$ cat config.mk
export PLATFORM = sky130hd
export DESIGN_NAME = backend_glue_top
export DESIGN_NICKNAME = d
export VERILOG_FILES = /design/src/verilog/backend_pkg.sv /design/src/verilog/redirect_sel.sv /design/src/verilog/lane_mem_merge.sv /design/src/verilog/wb_debug_trace.sv /design/src/verilog/backend_glue_top.sv
export SDC_FILE = /design/constraint.sdc
export NUM_CORES = 1
export LEC_CHECK = 0
export BUFFER_PORTS_ARGS = -buffer_cell sky130_fd_sc_hd__buf_2
export CELL_PAD_IN_SITES_DETAIL_PLACEMENT = 1
export CELL_PAD_IN_SITES_GLOBAL_PLACEMENT = 2
export CORE_AREA = 2 2 290 292
export DETAILED_ROUTE_END_ITERATION = 10
export DIE_AREA = 0 0 292 294
export GPL_ROUTABILITY_DRIVEN = 0
export MAX_ROUTING_LAYER = met4
export PLACE_DENSITY_LB_ADDON = 0.1
export SYNTH_ARGS = -nofsm -noshare
export SYNTH_HDL_FRONTEND = slang
export SYNTH_SLANG_ARGS = --single-unit
$ cat constraint.sdc
create_clock -name clk -period 2 [get_ports clk]
set_input_delay 0.3 -clock clk [delete_from_list [all_inputs] [get_ports clk]]
set_output_delay 0.3 -clock clk [all_outputs]
set_load 0.03 [all_outputs]
$ cat src/verilog/backend_pkg.sv
`default_nettype none

package backend_pkg;

    // Datapath widths
    localparam int unsigned WORD_BITS     = 32;
    localparam int unsigned REG_ADDR_BITS = 5;    // 32 architectural registers
    localparam int unsigned BYTE_SEL_BITS = WORD_BITS / 8;
    localparam int unsigned MEM_TYPE_BITS = 3;    // Access size code

    // Issue lanes, lane 0 holds the older instruction
    localparam int unsigned ISSUE_WIDTH = 2;

    // Refetch resumes at the instruction after the idle PC
    localparam int unsigned INSTR_BYTES = 4;

    // Data cache geometry
    localparam int unsigned DCACHE_OFFSET_BITS = 4;    // 16-byte line
    localparam int unsigned DCACHE_INDEX_BITS  = 8;    // Sits right above the offset

    // Debug write enable is wider than the single lane strobe
    localparam int unsigned DEBUG_WEN_BITS = 4;

    typedef logic [WORD_BITS-1:0]     word_t;
    typedef logic [REG_ADDR_BITS-1:0] reg_addr_t;
    typedef logic [BYTE_SEL_BITS-1:0] byte_sel_t;
    typedef logic [MEM_TYPE_BITS-1:0] mem_type_t;

    typedef logic [DCACHE_INDEX_BITS-1:0]  dcache_index_t;
    typedef logic [DCACHE_OFFSET_BITS-1:0] dcache_offset_t;

endpackage

`default_nettype wire

$ cat src/verilog/redirect_sel.sv
`timescale 1ns/1ns
`default_nettype none

module redirect_sel #(
    parameter  int unsigned FTQ_DEPTH   = 8,
    localparam int unsigned FTQ_ID_BITS = $clog2(FTQ_DEPTH)
) (
    // Control side flush levels
    input  wire logic                                          excp_flush_i,
    input  wire logic                                          excp_tlbrefill_i,
    input  wire logic                                          ertn_flush_i,
    input  wire logic                                          idle_flush_i,
    input  wire logic                                          fetch_flush_i,
    input  wire logic                                          ex_stall_i,

    // Branch results from the issue lanes
    input  wire logic [backend_pkg::ISSUE_WIDTH-1:0]           branch_flag_i,
    input  wire backend_pkg::word_t [backend_pkg::ISSUE_WIDTH-1:0] branch_target_i,
    input  wire logic [backend_pkg::ISSUE_WIDTH-1:0][FTQ_ID_BITS-1:0] branch_ftq_id_i,
    input  wire logic [FTQ_ID_BITS-1:0]                        ctrl_ftq_id_i,

    // Redirect vectors
    input  wire backend_pkg::word_t                            csr_eentry_i,
    input  wire backend_pkg::word_t                            csr_tlbrentry_i,
    input  wire backend_pkg::word_t                            csr_era_i,
    input  wire backend_pkg::word_t                            idle_pc_i,

    output logic                                               flush_o,
    output backend_pkg::word_t                                 next_pc_o,
    output logic [FTQ_ID_BITS-1:0]                             flush_ftq_id_o,
    output logic [backend_pkg::ISSUE_WIDTH-1:0]                branch_taken_o
);

    import backend_pkg::*;

    logic [ISSUE_WIDTH-1:0] branch_taken;
    logic                   ctrl_flush;
    word_t                  branch_pc;
    logic [FTQ_ID_BITS-1:0] branch_id;

    // A stalled EX stage may still be waiting on operands
    assign branch_taken = ex_stall_i ? '0 : branch_flag_i;

    assign ctrl_flush = excp_flush_i | ertn_flush_i | idle_flush_i | fetch_flush_i;

    // Lowest taken lane wins since it is the older instruction
    always_comb begin
        branch_pc = '0;
        branch_id = '0;
        for (int i = ISSUE_WIDTH - 1; i >= 0; i--) begin
            if (branch_taken[i]) begin
                branch_pc = branch_target_i[i];
                branch_id = branch_ftq_id_i[i];
            end
        end
    end

    always_comb begin
        if (excp_flush_i && !excp_tlbrefill_i) begin
            next_pc_o = csr_eentry_i;
        end else if (excp_flush_i) begin
            next_pc_o = csr_tlbrentry_i;    // TLB refill vector
        end else if (ertn_flush_i) begin
            next_pc_o = csr_era_i;
        end else if (idle_flush_i) begin
            next_pc_o = idle_pc_i;
        end else if (fetch_flush_i) begin
            next_pc_o = idle_pc_i + word_t'(INSTR_BYTES);    // Refetch next instr
        end else if (|branch_taken) begin
            next_pc_o = branch_pc;
        end else begin
            next_pc_o = '0;
        end
    end

    assign flush_o = ctrl_flush | (|branch_taken);

    // Control flushes carry the id of the committing block
    assign flush_ftq_id_o = ctrl_flush ? ctrl_ftq_id_i : branch_id;

    assign branch_taken_o = branch_taken;    // To the controller

    // Refill is a flavour of exception raised by the CSR side
    a_refill_with_excp: assert final ($countones(excp_tlbrefill_i & ~excp_flush_i) == 0)
        else $error("redirect_sel: excp_tlbrefill_i without excp_flush_i");

endmodule

`default_nettype wire

$ cat src/verilog/lane_mem_merge.sv
`timescale 1ns/1ns
`default_nettype none

module lane_mem_merge (
    // Memory lane requests
    input  wire logic [backend_pkg::ISSUE_WIDTH-1:0]               lane_ce_i,
    input  wire logic [backend_pkg::ISSUE_WIDTH-1:0]               lane_we_i,
    input  wire backend_pkg::byte_sel_t [backend_pkg::ISSUE_WIDTH-1:0] lane_sel_i,
    input  wire backend_pkg::mem_type_t [backend_pkg::ISSUE_WIDTH-1:0] lane_rd_type_i,
    input  wire backend_pkg::mem_type_t [backend_pkg::ISSUE_WIDTH-1:0] lane_wr_type_i,
    input  wire backend_pkg::word_t [backend_pkg::ISSUE_WIDTH-1:0] lane_addr_i,
    input  wire backend_pkg::word_t [backend_pkg::ISSUE_WIDTH-1:0] lane_wdata_i,
    input  wire logic [backend_pkg::ISSUE_WIDTH-1:0]               wb_dcache_flush_i,

    // Data cache request port
    output logic                                                   dcache_valid_o,
    output logic                                                   dcache_op_o,
    output backend_pkg::dcache_index_t                             dcache_index_o,
    output backend_pkg::dcache_offset_t                            dcache_offset_o,
    output backend_pkg::byte_sel_t                                 dcache_wstrb_o,
    output backend_pkg::word_t                                     dcache_wdata_o,
    output backend_pkg::mem_type_t                                 dcache_rd_type_o,
    output backend_pkg::mem_type_t                                 dcache_wr_type_o,
    output logic                                                   dcache_flush_o
);

    import backend_pkg::*;

    word_t req_addr;

    assign dcache_valid_o = |lane_ce_i;
    assign dcache_op_o    = |lane_we_i;    // 1 = write

    // Scan from the last lane down so lane 0 has priority
    always_comb begin
        dcache_wstrb_o   = '0;
        dcache_wdata_o   = '0;
        dcache_rd_type_o = '0;
        dcache_wr_type_o = '0;
        req_addr         = '0;
        for (int i = ISSUE_WIDTH - 1; i >= 0; i--) begin
            if (lane_we_i[i]) begin
                dcache_wstrb_o = lane_sel_i[i];
                dcache_wdata_o = lane_wdata_i[i];
            end
            if (lane_ce_i[i]) begin
                dcache_rd_type_o = lane_rd_type_i[i];
                dcache_wr_type_o = lane_wr_type_i[i];
                req_addr         = lane_addr_i[i];
            end
        end
    end

    // Virtual index and line offset, tag comes from the TLB
    assign dcache_offset_o = req_addr[DCACHE_OFFSET_BITS-1:0];
    assign dcache_index_o  = req_addr[DCACHE_OFFSET_BITS +: DCACHE_INDEX_BITS];

    // Exception in either lane drops the cache request
    assign dcache_flush_o = |wb_dcache_flush_i;

    // Single data port, the dispatcher never pairs two memory ops
    a_one_lane: assert final ($countones(lane_ce_i) <= 1)
        else $error("lane_mem_merge: both lanes enabled %b", lane_ce_i);

    a_we_with_ce: assert final ($countones(lane_we_i & ~lane_ce_i) == 0)
        else $error("lane_mem_merge: write enable %b without chip enable %b",
                    lane_we_i, lane_ce_i);

endmodule

`default_nettype wire

$ cat src/verilog/wb_debug_trace.sv
`timescale 1ns/1ns
`default_nettype none

module wb_debug_trace (
    input  wire logic                                              clk,
    input  wire logic                                              reset_i,

    // Register file writes from the controller
    input  wire logic [backend_pkg::ISSUE_WIDTH-1:0]               wb_we_i,
    input  wire backend_pkg::word_t [backend_pkg::ISSUE_WIDTH-1:0] wb_pc_i,
    input  wire backend_pkg::reg_addr_t [backend_pkg::ISSUE_WIDTH-1:0] wb_waddr_i,
    input  wire backend_pkg::word_t [backend_pkg::ISSUE_WIDTH-1:0] wb_wdata_i,

    output backend_pkg::word_t                                     debug0_wb_pc_o,
    output logic [backend_pkg::DEBUG_WEN_BITS-1:0]                 debug0_wb_rf_wen_o,
    output backend_pkg::reg_addr_t                                 debug0_wb_rf_wnum_o,
    output backend_pkg::word_t                                     debug0_wb_rf_wdata_o,

    output backend_pkg::word_t                                     debug1_wb_pc_o,
    output logic [backend_pkg::DEBUG_WEN_BITS-1:0]                 debug1_wb_rf_wen_o,
    output backend_pkg::reg_addr_t                                 debug1_wb_rf_wnum_o,
    output backend_pkg::word_t                                     debug1_wb_rf_wdata_o
);

    import backend_pkg::*;

    logic [ISSUE_WIDTH-1:0]      we_q;
    word_t [ISSUE_WIDTH-1:0]     pc_q;
    reg_addr_t [ISSUE_WIDTH-1:0] waddr_q;
    word_t [ISSUE_WIDTH-1:0]     wdata_q;

    always_ff @(posedge clk) begin
        if (reset_i) begin
            we_q <= '0;
        end else begin
            we_q <= wb_we_i;
        end
    end

    // Payload only matters when the enable is set
    always_ff @(posedge clk) begin
        pc_q    <= wb_pc_i;
        waddr_q <= wb_waddr_i;
        wdata_q <= wb_wdata_i;
    end

    assign debug0_wb_pc_o       = pc_q[0];
    assign debug0_wb_rf_wen_o   = {{(DEBUG_WEN_BITS-1){1'b0}}, we_q[0]};
    assign debug0_wb_rf_wnum_o  = waddr_q[0];
    assign debug0_wb_rf_wdata_o = wdata_q[0];

    assign debug1_wb_pc_o       = pc_q[1];
    assign debug1_wb_rf_wen_o   = {{(DEBUG_WEN_BITS-1){1'b0}}, we_q[1]};
    assign debug1_wb_rf_wnum_o  = waddr_q[1];
    assign debug1_wb_rf_wdata_o = wdata_q[1];

endmodule

`default_nettype wire

$ cat src/verilog/backend_glue_top.sv
`timescale 1ns/1ns
`default_nettype none

module backend_glue_top #(
    parameter  int unsigned FTQ_DEPTH   = 8,
    localparam int unsigned FTQ_ID_BITS = $clog2(FTQ_DEPTH)
) (
    input  wire logic                                              clk,
    input  wire logic                                              reset_i,

    // Redirect sources
    input  wire logic                                              excp_flush_i,
    input  wire logic                                              excp_tlbrefill_i,
    input  wire logic                                              ertn_flush_i,
    input  wire logic                                              idle_flush_i,
    input  wire logic                                              fetch_flush_i,
    input  wire logic                                              ex_stall_i,
    input  wire logic [backend_pkg::ISSUE_WIDTH-1:0]               branch_flag_i,
    input  wire backend_pkg::word_t [backend_pkg::ISSUE_WIDTH-1:0] branch_target_i,
    input  wire logic [backend_pkg::ISSUE_WIDTH-1:0][FTQ_ID_BITS-1:0] branch_ftq_id_i,
    input  wire logic [FTQ_ID_BITS-1:0]                            ctrl_ftq_id_i,
    input  wire backend_pkg::word_t                                csr_eentry_i,
    input  wire backend_pkg::word_t                                csr_tlbrentry_i,
    input  wire backend_pkg::word_t                                csr_era_i,
    input  wire backend_pkg::word_t                                idle_pc_i,
    output logic                                                   flush_o,
    output backend_pkg::word_t                                     next_pc_o,
    output logic [FTQ_ID_BITS-1:0]                                 flush_ftq_id_o,
    output logic [backend_pkg::ISSUE_WIDTH-1:0]                    branch_taken_o,

    // Memory lanes and data cache port
    input  wire logic [backend_pkg::ISSUE_WIDTH-1:0]               lane_ce_i,
    input  wire logic [backend_pkg::ISSUE_WIDTH-1:0]               lane_we_i,
    input  wire backend_pkg::byte_sel_t [backend_pkg::ISSUE_WIDTH-1:0] lane_sel_i,
    input  wire backend_pkg::mem_type_t [backend_pkg::ISSUE_WIDTH-1:0] lane_rd_type_i,
    input  wire backend_pkg::mem_type_t [backend_pkg::ISSUE_WIDTH-1:0] lane_wr_type_i,
    input  wire backend_pkg::word_t [backend_pkg::ISSUE_WIDTH-1:0] lane_addr_i,
    input  wire backend_pkg::word_t [backend_pkg::ISSUE_WIDTH-1:0] lane_wdata_i,
    input  wire logic [backend_pkg::ISSUE_WIDTH-1:0]               wb_dcache_flush_i,
    output logic                                                   dcache_valid_o,
    output logic                                                   dcache_op_o,
    output backend_pkg::dcache_index_t                             dcache_index_o,
    output backend_pkg::dcache_offset_t                            dcache_offset_o,
    output backend_pkg::byte_sel_t                                 dcache_wstrb_o,
    output backend_pkg::word_t                                     dcache_wdata_o,
    output backend_pkg::mem_type_t                                 dcache_rd_type_o,
    output backend_pkg::mem_type_t                                 dcache_wr_type_o,
    output logic                                                   dcache_flush_o,

    // Write-back trace
    input  wire logic [backend_pkg::ISSUE_WIDTH-1:0]               wb_we_i,
    input  wire backend_pkg::word_t [backend_pkg::ISSUE_WIDTH-1:0] wb_pc_i,
    input  wire backend_pkg::reg_addr_t [backend_pkg::ISSUE_WIDTH-1:0] wb_waddr_i,
    input  wire backend_pkg::word_t [backend_pkg::ISSUE_WIDTH-1:0] wb_wdata_i,
    output backend_pkg::word_t                                     debug0_wb_pc_o,
    output logic [backend_pkg::DEBUG_WEN_BITS-1:0]                 debug0_wb_rf_wen_o,
    output backend_pkg::reg_addr_t                                 debug0_wb_rf_wnum_o,
    output backend_pkg::word_t                                     debug0_wb_rf_wdata_o,
    output backend_pkg::word_t                                     debug1_wb_pc_o,
    output logic [backend_pkg::DEBUG_WEN_BITS-1:0]                 debug1_wb_rf_wen_o,
    output backend_pkg::reg_addr_t                                 debug1_wb_rf_wnum_o,
    output backend_pkg::word_t                                     debug1_wb_rf_wdata_o
);

    // Frontend redirect
    redirect_sel #(
        .FTQ_DEPTH(FTQ_DEPTH)
    ) u_redirect_sel (
        .excp_flush_i     (excp_flush_i),
        .excp_tlbrefill_i (excp_tlbrefill_i),
        .ertn_flush_i     (ertn_flush_i),
        .idle_flush_i     (idle_flush_i),
        .fetch_flush_i    (fetch_flush_i),
        .ex_stall_i       (ex_stall_i),
        .branch_flag_i    (branch_flag_i),
        .branch_target_i  (branch_target_i),
        .branch_ftq_id_i  (branch_ftq_id_i),
        .ctrl_ftq_id_i    (ctrl_ftq_id_i),
        .csr_eentry_i     (csr_eentry_i),
        .csr_tlbrentry_i  (csr_tlbrentry_i),
        .csr_era_i        (csr_era_i),
        .idle_pc_i        (idle_pc_i),
        .flush_o          (flush_o),
        .next_pc_o        (next_pc_o),
        .flush_ftq_id_o   (flush_ftq_id_o),
        .branch_taken_o   (branch_taken_o)
    );

    // Single data cache port shared by both memory lanes
    lane_mem_merge u_lane_mem_merge (
        .lane_ce_i         (lane_ce_i),
        .lane_we_i         (lane_we_i),
        .lane_sel_i        (lane_sel_i),
        .lane_rd_type_i    (lane_rd_type_i),
        .lane_wr_type_i    (lane_wr_type_i),
        .lane_addr_i       (lane_addr_i),
        .lane_wdata_i      (lane_wdata_i),
        .wb_dcache_flush_i (wb_dcache_flush_i),
        .dcache_valid_o    (dcache_valid_o),
        .dcache_op_o       (dcache_op_o),
        .dcache_index_o    (dcache_index_o),
        .dcache_offset_o   (dcache_offset_o),
        .dcache_wstrb_o    (dcache_wstrb_o),
        .dcache_wdata_o    (dcache_wdata_o),
        .dcache_rd_type_o  (dcache_rd_type_o),
        .dcache_wr_type_o  (dcache_wr_type_o),
        .dcache_flush_o    (dcache_flush_o)
    );

    wb_debug_trace u_wb_debug_trace (
        .clk                  (clk),
        .reset_i              (reset_i),
        .wb_we_i              (wb_we_i),
        .wb_pc_i              (wb_pc_i),
        .wb_waddr_i           (wb_waddr_i),
        .wb_wdata_i           (wb_wdata_i),
        .debug0_wb_pc_o       (debug0_wb_pc_o),
        .debug0_wb_rf_wen_o   (debug0_wb_rf_wen_o),
        .debug0_wb_rf_wnum_o  (debug0_wb_rf_wnum_o),
        .debug0_wb_rf_wdata_o (debug0_wb_rf_wdata_o),
        .debug1_wb_pc_o       (debug1_wb_pc_o),
        .debug1_wb_rf_wen_o   (debug1_wb_rf_wen_o),
        .debug1_wb_rf_wnum_o  (debug1_wb_rf_wnum_o),
        .debug1_wb_rf_wdata_o (debug1_wb_rf_wdata_o)
    );

endmodule

`default_nettype wire

==> results.py, run 1 <==
metrics = {
    "layout": {
        "drive_above_1_share": 0.627,
        "ff_latch_area_um2": 2800,
        "final_cell_area_um2": 15400,
        "multi_input_area_um2": 3650,
        "final_common_cell": "buf_2",
        "final_cell_mix": "buf_2 (645), buf_4 (146), dfxtp_1 (140), dlygate4sd3_1 (138), a22o_1 (57)",
        "n_fill_cell": 9839,
        "nets": 2145,
        "syn2layout_area_growth_pct": 154,
    },
    "setup_path": {
        "critPathArrivalTime_ns": 1.84,
        "worstPathMaxFanout": 4,
        "crit_path_frequent_cell": "nand3_2",
        "setup.worst_path.end_class": "output port",
        "cp_cell_sequence": "buf_8 > ha_4 > nand3_4 > nor3_4 > nand3_2 > or4_4 > nand3_2 > buf_6",
        "criticalPathCategory": "in -> out",
        "crit_slowest_cell": "or4_4",
        "slowest_delay_ns": 0.51,
        "setup.worst_path.start_class": "input pin",
        "crit_required_ns": 1.70,
    },
    "floorplanning": {
        "fp.dieW_um": 292,
        "row_count": 106,
        "ios": 746,
        "die-area_um2": 85800,
        "start_util": 0.0730,
        "die_h_um": 294,
        "core_area_um2": 82900,
    },
    "synth": {
        "yosysWarnings": 0,
        "ys_async_sr_fraction": 0,
        "yosysTopAreaCellShare": 0.463,
        "synth-seq-cells": 140,
        "yosys.cell_types.count": 57,
        "synth_flop_cell": "dfxtp_1",
        "synthCells": 654,
        "synthTopCellsByArea": "dfxtp_1 (46%), a22o_1 (8.2%), a22oi_1 (4.6%), mux2i_1 (4.5%), o21ai_0 (4.0%)",
        "yosysTopAreaCell": "dfxtp_1",
        "synth_edf_count": 0,
        "synth-seq-area-share": 0.463,
        "syn_avg_cell_area_um2": 9.26,
        "synth_area_um2": 6050,
    },
    "grt": {
        "antenna_found_initial": 28,
        "grt_overflow_total": 0,
        "grt_pass1_vias": 10300,
        "grt_max_degree": 36,
        "grt_pass1_wl_um": 76900,
        "grtUsageTotal": 0.131,
    },
    "run_status": {
        "outcome": "finished, violations left",
        "violations": "negative setup slack",
    },
    "route": {
        "viasPerCell": 3.34,
        "drt_iter0_drc": 269,
        "via_count": 9191,
        "wl_per_cell_um": 20.8,
        "drt-pass1-iter-count": 4,
        "ant_nets": 0,
        "drc": 0,
        "routed_wl_um": 57100,
    },
    "placement": {
        "post-place-ws_ns": -0.445,
        "postPlaceCellArea_um2": 12100,
        "port_buffers": 699,
        "place_hpwl_um": 49800,
    },
    "timing": {
        "setup_tns_ns": -0.838,
        "setup_ws_ns": -0.141,
        "fin_crit_ns": 2.14,
        "setup_viol": 13,
        "rsz0062_at_grt": "true",
        "post-route-period-util": 1.07,
        "hold_viol": 0,
        "fmax_mhz": 467,
        "slew_violations": 0,
    },
    "power_and_ir_drop": {
        "max-vdd-ir-drop_uv": 466,
        "p_per_area_nw_per_um2": 598,
        "power_mw": 9.19,
        "leakage_nw": 7.19,
    },
    "worst_hold_path": {
        "hold_path_class": "in -> reg",
        "hold_path_end": "u_wb_debug_trace.we_q[1]",
        "hold_depth": 2,
        "hold_start": "reset_i",
    },
    "cts": {
        "cts.sinks": 140,
        "clock_path_buffers": 2,
        "h-tree-depth": 4,
        "cts_tree": "built",
        "root_buffer": "clkbuf_16",
        "path_clk_slew_ns": 0.06,
        "cts_buffers": 17,
    },
    "run": {
        "drv_cap": 0,
    },
}
==> what timing repair did <==
item,4_1_cts,5_1_grt
hold buffers,138,0
resized for setup,166,98
setup endpoints to repair,35,34
pin swaps,43,45
endpoints found under the hold margin,138,0
gates cloned,0,2
buffers inserted,15,16
==> cells in the mapped netlist, drive strengths merged, types with 2 or more instances <==
cell / count
nor3b: 2
o211ai: 4
o21ai: 52
xnor2: 3
a31oi: 12
nand4: 8
nand3: 16
mux2: 12
or4: 4
nand2: 54
clkbuf: 33
nor2b: 10
a21oi: 33
a22o: 57
o21a: 3
and3: 10
o22ai: 5
and4: 4
nor3: 8
buf: 18
o2111ai: 2
a221oi: 8
a221o: 2
a211oi: 3
a222oi: 3
nand2b: 6
mux2i: 27
nor2: 33
or2: 6
inv: 16
nor4: 8
a22oi: 37
o32ai: 3
dfxtp: 140
==> cell families (layout without fill, tap and decap cells) <==
kind of cell               Yosys count  after routing  synth area share
AOI/OAI and AO/OA                  230            230             0.264
and+or+nand+nor                    173            173             0.153
DFF                                140            140             0.463
buffers and inverters               67           1060            0.0465
muxes                               39             39            0.0670
xor gates and xnor gates             3              3           0.00434
adders and majority gates            1              1           0.00207
other                                1             25          0.000619
==> state kept, by name (all words and copies together) (netlist names) <==
| signal | flops |
|---|---|
| u_wb_debug_trace.debug0_wb_pc_o | 32 |
| u_wb_debug_trace.debug0_wb_rf_wdata_o | 32 |
| u_wb_debug_trace.debug1_wb_pc_o | 32 |
| u_wb_debug_trace.debug1_wb_rf_wdata_o | 32 |
| u_wb_debug_trace.debug0_wb_rf_wnum_o | 5 |
| u_wb_debug_trace.debug1_wb_rf_wnum_o | 5 |
| u_wb_debug_trace.we_q | 2 |
==> worst max-delay path by stage <==
stage / cells past startpoint / to / from
2_1_floorplan: 7 / next_pc_o[0] / branch_flag_i[1]
3_3_place_gp: 8 / next_pc_o[26] / idle_pc_i[3]
4_1_cts: 9 / next_pc_o[28] / idle_pc_i[14]
5_1_grt: 8 / next_pc_o[30] / idle_pc_i[3]
3_5_place_dp: 8 / next_pc_o[30] / idle_pc_i[3]
6_report: 8 / next_pc_o[30] / idle_pc_i[3]
==> through the flow <==
step                       util  cells  hold slack (ns)
after floorplan               -    659            0.328
after global placement    0.146   2534            0.403
after detailed placement  0.146   2534            0.404
after CTS                 0.178   2717           0.0169
after global routing      0.185   2751           0.0354
final                     0.185   2751           0.0418
==> critical path: cells and delay by family <==
kind	cells	cell delay, ns
and+or+nand+nor	5	1.16
buffers and inverters	2	0.22
adders and majority gates	1	0.15
==> cell type report <==
cell class	count	share of cell area
clock inverter	14	0.00993
clock buffer	18	0.0279
tap	1080	0.0879
inverter	16	0.00415
multi-input combinational	452	0.237
antenna	19	0.00309
sequential	140	0.182
timing repair buffer	1012	0.447
==> routing by layer <==
metal  share of wire  global-route usage  wire length (um)  vias to the layer above
li1                -                   -                 -                     4445
met1            0.38               0.139             21900                     4330
met2            0.53               0.240             30100                      368
met3           0.073              0.0378              4190                       48
met4           0.017              0.0287               944                        0
met5               0                   -                 0                        -
==> report_power, final <==
part           internal (mW)  switching [mW]
clock                   1.76            1.40
combinational           1.34            1.71
sequential              2.94          0.0319
total                   6.04            3.15
(Power assumes the default switching activity.)
==> run 2, diff against run 1 <==
--- a/config.mk
+++ b/config.mk
@@ -14,6 +14,7 @@
 export GPL_ROUTABILITY_DRIVEN = 0
 export MAX_ROUTING_LAYER = met4
 export PLACE_DENSITY_LB_ADDON = 0.1
+export SETUP_SLACK_MARGIN = 0.4
 export SYNTH_ARGS = -nofsm -noshare
 export SYNTH_HDL_FRONTEND = slang
 export SYNTH_SLANG_ARGS = --single-unit
==> run 2 against run 1 <==
Compared with the run above: the flow still finishes with violations (negative setup slack); non-clock buffer count rose by 7; fmax fell by 1.9%; critical endpoint is now next_pc_o[26]; die area did not move; core utilization is 0.64 points higher; sequential power hardly changed; combinational power rose by 5%; largest power group unchanged; first-iteration DRC count down 13%; largest cell class unchanged.
==> results.py, run 2 (same netlist as run 1, synthesis figures left out) <==
metrics = {
    "run_status": {
        "outcome": "finished, violations left",
        "violations": "negative setup slack",
    },
    "timing": {
        "hold_viol": 0,
        "setup_ws_ns": -0.183,
        "worstMarginPinSlew_ns": 0.533,
        "setup_viol": 19,
        "rsz0062_at_grt": "true",
        "slew_headroom": 0.645,
        "slew_violations": 0,
        "fin_crit_ns": 2.18,
        "post-route-period-util": 1.09,
        "fmax_mhz": 458,
    },
    "worst_hold_path": {
        "hold_path_end": "u_wb_debug_trace.debug1_wb_rf_wdata_o[1]",
        "hold_depth": 1,
        "hold_start": "wb_wdata_i[33]",
        "hold_path_class": "in -> reg",
    },
    "floorplanning": {
        "ios": 746,
        "die_h_um": 294,
        "row_count": 106,
        "die-area_um2": 85800,
        "core_area_um2": 82900,
        "start_util": 0.0730,
        "fp.dieW_um": 292,
    },
    "grt": {
        "grtUsageTotal": 0.131,
        "antenna_found_initial": 26,
        "grt_max_degree": 39,
        "grt_overflow_total": 0,
        "grt_pass1_vias": 10300,
        "grt_pass1_wl_um": 77200,
    },
    "layout": {
        "syn2layout_area_growth_pct": 163,
        "n_fill_cell": 9808,
        "nets": 2152,
        "final_cell_area_um2": 15900,
        "final_common_cell": "buf_2",
        "final_cell_mix": "buf_2 (638), dfxtp_1 (140), dlygate4sd3_1 (136), buf_4 (136), buf_6 (75)",
        "drive_above_1_share": 0.651,
    },
    "placement": {
        "post-place-ws_ns": -0.403,
        "place_hpwl_um": 49900,
        "postPlaceCellArea_um2": 12500,
        "port_buffers": 699,
    },
    "run": {
        "drv_cap": 0,
    },
    "setup_path": {
        "critPathArrivalTime_ns": 1.88,
        "worstPathMaxFanout": 5,
        "setup.worst_path.start_class": "input pin",
        "criticalPathCategory": "in -> out",
        "setup.worst_path.end_class": "output port",
        "crit_required_ns": 1.70,
    },
    "power_and_ir_drop": {
        "max-vdd-ir-drop_uv": 563,
        "leakage_nw": 7.38,
        "power_mw": 9.43,
        "p_per_area_nw_per_um2": 592,
    },
    "route": {
        "drc": 0,
        "routed_wl_um": 57100,
        "via_count": 9256,
        "wl_per_cell_um": 20.8,
        "drt_iter0_drc": 235,
        "drt-pass1-iter-count": 6,
        "viasPerCell": 3.36,
        "ant_nets": 0,
    },
    "cts": {
        "clock_path_buffers": 2,
        "h-tree-depth": 4,
        "root_buffer": "clkbuf_16",
        "path_clk_slew_ns": 0.06,
        "cts.sinks": 140,
        "cts_buffers": 17,
        "cts_tree": "built",
    },
}
==> run 2: layout make-up <==
type                            count  area [um^2]  area share
Antenna cell                       14         35.0     0.00220
Multi-Input combinational cell    452         4010       0.252
Inverter                           16         63.8     0.00401
Clock buffer                       19          443      0.0278
Tap cell                         1080         1350      0.0849
Clock inverter                     13          154     0.00967
Sequential cell                   140         2800       0.176
Timing Repair Buffer             1019         7050       0.443
==> run 2: how the worst max path moves through the flow <==
stage / from / end / slack [ns]
after floorplan: excp_flush_i / flush_ftq_id_o[0] / 0.11
after global placement: branch_flag_i[0] / next_pc_o[16] / -0.45
after detailed placement: branch_flag_i[0] / next_pc_o[30] / -0.40
after CTS: idle_pc_i[11] / next_pc_o[17] / -0.23
after global routing: idle_pc_i[3] / next_pc_o[26] / -0.29
final: idle_pc_i[3] / next_pc_o[26] / -0.18
==> run 2: critical path, stage by stage <==
cell     delay (ns)
buf_8          0.08
ha_4           0.14
nand3_4        0.10
nor3_4         0.30
nand3_4        0.16
or4_4          0.58
nand3_4        0.08
buf_12         0.13
==> run 2: repair_timing <==
action / CTS / global route
hold endpoints to repair: 136 / 0
setup endpoints to repair: 84 / 42
setup buffers: 16 / 13
pin swaps: 66 / 53
hold buffers: 136 / 0
gates resized for setup: 230 / 65
gates cloned: 0 / 1
==> run 2: metal layers <==
layer,part of all wire,global-route usage,vias to the layer above
met1,0.38,0.134,4375
met3,0.073,0.0393,40
met2,0.54,0.245,392
met5,0,-,-
li1,-,-,4449
met4,0.012,0.0282,0
==> run 2: per-stage QoR <==
stage               setup TNS [ns]  instances  hold WS, ns  utilization
global route                 -3.73       2753      0.00820        0.192
finish                       -1.96       2753       0.0330        0.192
detailed placement          -10.59       2541        0.404        0.151
global placement            -10.08       2541        0.403        0.151
floorplan                        0        659        0.328            -
CTS                          -2.38       2725      0.00356        0.186
==> run 2: power by group <==
group / internal [mW] / switching [mW] / leakage, nW
registers: 2.94 / 0.0347 / 1.18
logic: 1.44 / 1.77 / 5.91
clock network: 1.90 / 1.34 / 0.285
total: 6.28 / 3.15 / 7.38
==> run 3, diff against run 2 <==
--- a/config.mk
+++ b/config.mk
@@ -5,12 +5,12 @@
 export SDC_FILE = /design/constraint.sdc
 export NUM_CORES = 1
 export LEC_CHECK = 0
-export BUFFER_PORTS_ARGS = -buffer_cell sky130_fd_sc_hd__buf_2
 export CELL_PAD_IN_SITES_DETAIL_PLACEMENT = 1
 export CELL_PAD_IN_SITES_GLOBAL_PLACEMENT = 2
-export CORE_AREA = 2 2 290 292
+export CORE_AREA = 2 2 289 291
 export DETAILED_ROUTE_END_ITERATION = 10
-export DIE_AREA = 0 0 292 294
+export DIE_AREA = 0 0 291 293
+export DONT_BUFFER_PORTS = 1
 export GPL_ROUTABILITY_DRIVEN = 0
 export MAX_ROUTING_LAYER = met4
 export PLACE_DENSITY_LB_ADDON = 0.1
@@ -18,3 +18,4 @@
 export SYNTH_ARGS = -nofsm -noshare
 export SYNTH_HDL_FRONTEND = slang
 export SYNTH_SLANG_ARGS = --single-unit
+export TNS_END_PERCENT = 20
==> run 3 against run 2 <==
Compared with the run above: sequential cell count unchanged; sequential share of layout area increased by 7.8 points; final cell count decreased by 28%; largest power group is now registers; routed wire length decreased by 19%; fmax increased by 8.1%; the run still ends with negative setup slack left; core utilization decreased by 5.7 points; first-iteration DRC count decreased by 20%; die area decreased by 0.68%; total power decreased by 13%; critical path depth decreased by 2; largest cell class is now multi-input combinational cells.
==> results.py, run 3 (same netlist as run 1, synthesis figures left out) <==
metrics = {
    "run_status": {
        "outcome": "finished, violations left",
        "violations": "negative setup slack",
    },
    "layout": {
        "ff_latch_area_um2": 2800,
        "utilization": 0.135,
        "final_common_cell": "dlygate4sd3_1",
        "n_fill_cell": 9501,
        "multi_input_area_um2": 3650,
        "drive_above_1_share": 0.295,
        "nets": 1395,
        "syn2layout_area_growth_pct": 82.4,
        "final_cell_mix": "dlygate4sd3_1 (141), dfxtp_1 (140), buf_4 (84), a22o_1 (57), nand2_1 (50)",
        "final_cells": 1976,
    },
    "route": {
        "ant_nets": 0,
        "drc": 0,
        "wl_per_cell_um": 23.3,
        "drt_iter0_drc": 189,
        "drt-pass1-iter-count": 7,
        "routed_wl_um": 46100,
        "viasPerCell": 3.22,
        "via_count": 6368,
    },
    "timing": {
        "slew_headroom": 0.553,
        "worstMarginPinSlew_ns": 0.670,
        "slew_violations": 0,
        "setup_ws_ns": -0.0191,
        "setup_viol": 1,
        "post-route-period-util": 1.01,
        "fin_crit_ns": 2.02,
        "fmax_mhz": 495,
        "hold_viol": 0,
        "rsz0062_at_grt": "true",
    },
    "grt": {
        "grt_pass1_wl_um": 60500,
        "grt_overflow_total": 0,
        "grt_max_degree": 55,
        "antenna_found_initial": 8,
        "grt_pass1_vias": 7141,
        "grtUsageTotal": 0.105,
    },
    "cts": {
        "h-tree-depth": 4,
        "path_clk_slew_ns": 0.08,
        "clock_path_buffers": 2,
        "cts_tree": "built",
        "cts_buffers": 17,
        "root_buffer": "clkbuf_16",
        "cts.sinks": 140,
    },
    "floorplanning": {
        "die-area_um2": 85300,
        "fp.dieW_um": 291,
        "row_count": 105,
        "ios": 746,
        "start_util": 0.0740,
        "core_area_um2": 81800,
        "die_h_um": 293,
    },
    "setup_path": {
        "slowest_delay_ns": 0.59,
        "cp_cell_sequence": "nand4_1 > or4_4 > o21a_1 > o21ai_4 > a31oi_4 > buf_12",
        "criticalPathCategory": "in -> out",
        "setup.worst_path.end_class": "output port",
        "cp-startpoint": "idle_pc_i[9]",
        "setup.worst_path.start_class": "input pin",
        "crit_required_ns": 1.70,
        "critPathArrivalTime_ns": 1.72,
        "worstPathMaxFanout": 6,
        "crit_slowest_cell": "or4_4",
        "critPathBufInv": 1,
        "cp_top_family": "simple AND/OR/NAND/NOR gates",
    },
    "placement": {
        "dp_cells": 1792,
        "place_hpwl_um": 38600,
        "port_buffers": 0,
        "post-place-ws_ns": -0.299,
    },
    "power_and_ir_drop": {
        "leakage_nw": 4.06,
        "max-vdd-ir-drop_uv": 626,
        "p_per_area_nw_per_um2": 743,
    },
    "run": {
        "drv_cap": 0,
    },
    "worst_hold_path": {
        "hold_path_end": "u_wb_debug_trace.debug0_wb_rf_wdata_o[25]",
        "hold_path_class": "in -> reg",
        "hold_start": "wb_wdata_i[25]",
        "hold_depth": 1,
    },
}
## run 3: area by class of cell
cell class | count | area share
multi-input cells | 452 | 0.330
flip-flops and latches | 140 | 0.254
clock inverters | 14 | 0.0141
well taps | 1070 | 0.121
diodes | 4 | 0.000907
inverters | 16 | 0.00578
repair buffers | 262 | 0.235
clock buffers | 18 | 0.0389
## run 3: per-layer routing
layer  wire (um)  part of all wire  GRT usage  vias to the layer above
li1            -                 -          -                     2927
met1       16300              0.35      0.102                     3041
met2       25500              0.55      0.200                      365
met3        3490             0.076     0.0335                       35
met4         911             0.020     0.0260                        0
met5           0                 0          -                        -
## run 3: repair_timing
item	in CTS	in global routing
buffers inserted	2	5
endpoints found under the hold margin	140	0
resized for setup	56	32
pin swaps	29	30
endpoints found under the setup margin	35	36
hold buffers	141	0
## run 3: how the worst max path moves through the flow
| stage | to | depth (start not counted) |
|---|---|---|
| global route | next_pc_o[23] | 6 |
| detailed placement | next_pc_o[25] | 8 |
| CTS | next_pc_o[15] | 8 |
| floorplan | flush_ftq_id_o[0] | 6 |
| global placement | next_pc_o[11] | 8 |
| finish | next_pc_o[23] | 6 |
## run 3: power by group
group | internal [mW] | switching [mW]
Combinational | 0.752 | 0.892
Clock | 1.77 | 1.45
Sequential | 2.94 | 0.402
## run 3: metrics by stage
stage	setup TNS [ns]	hold WS (ns)	total power, mW	cell area [um^2]
3_5_place_dp	-2.03	0.328	4.80	8580
5_1_grt	-0.850	0.375	8.62	11000
4_1_cts	-0.385	0.382	8.41	10800
3_3_place_gp	-1.99	0.328	4.81	8580
2_1_floorplan	0	0.328	4.30	6500
6_report	-0.0191	0.408	8.20	11000
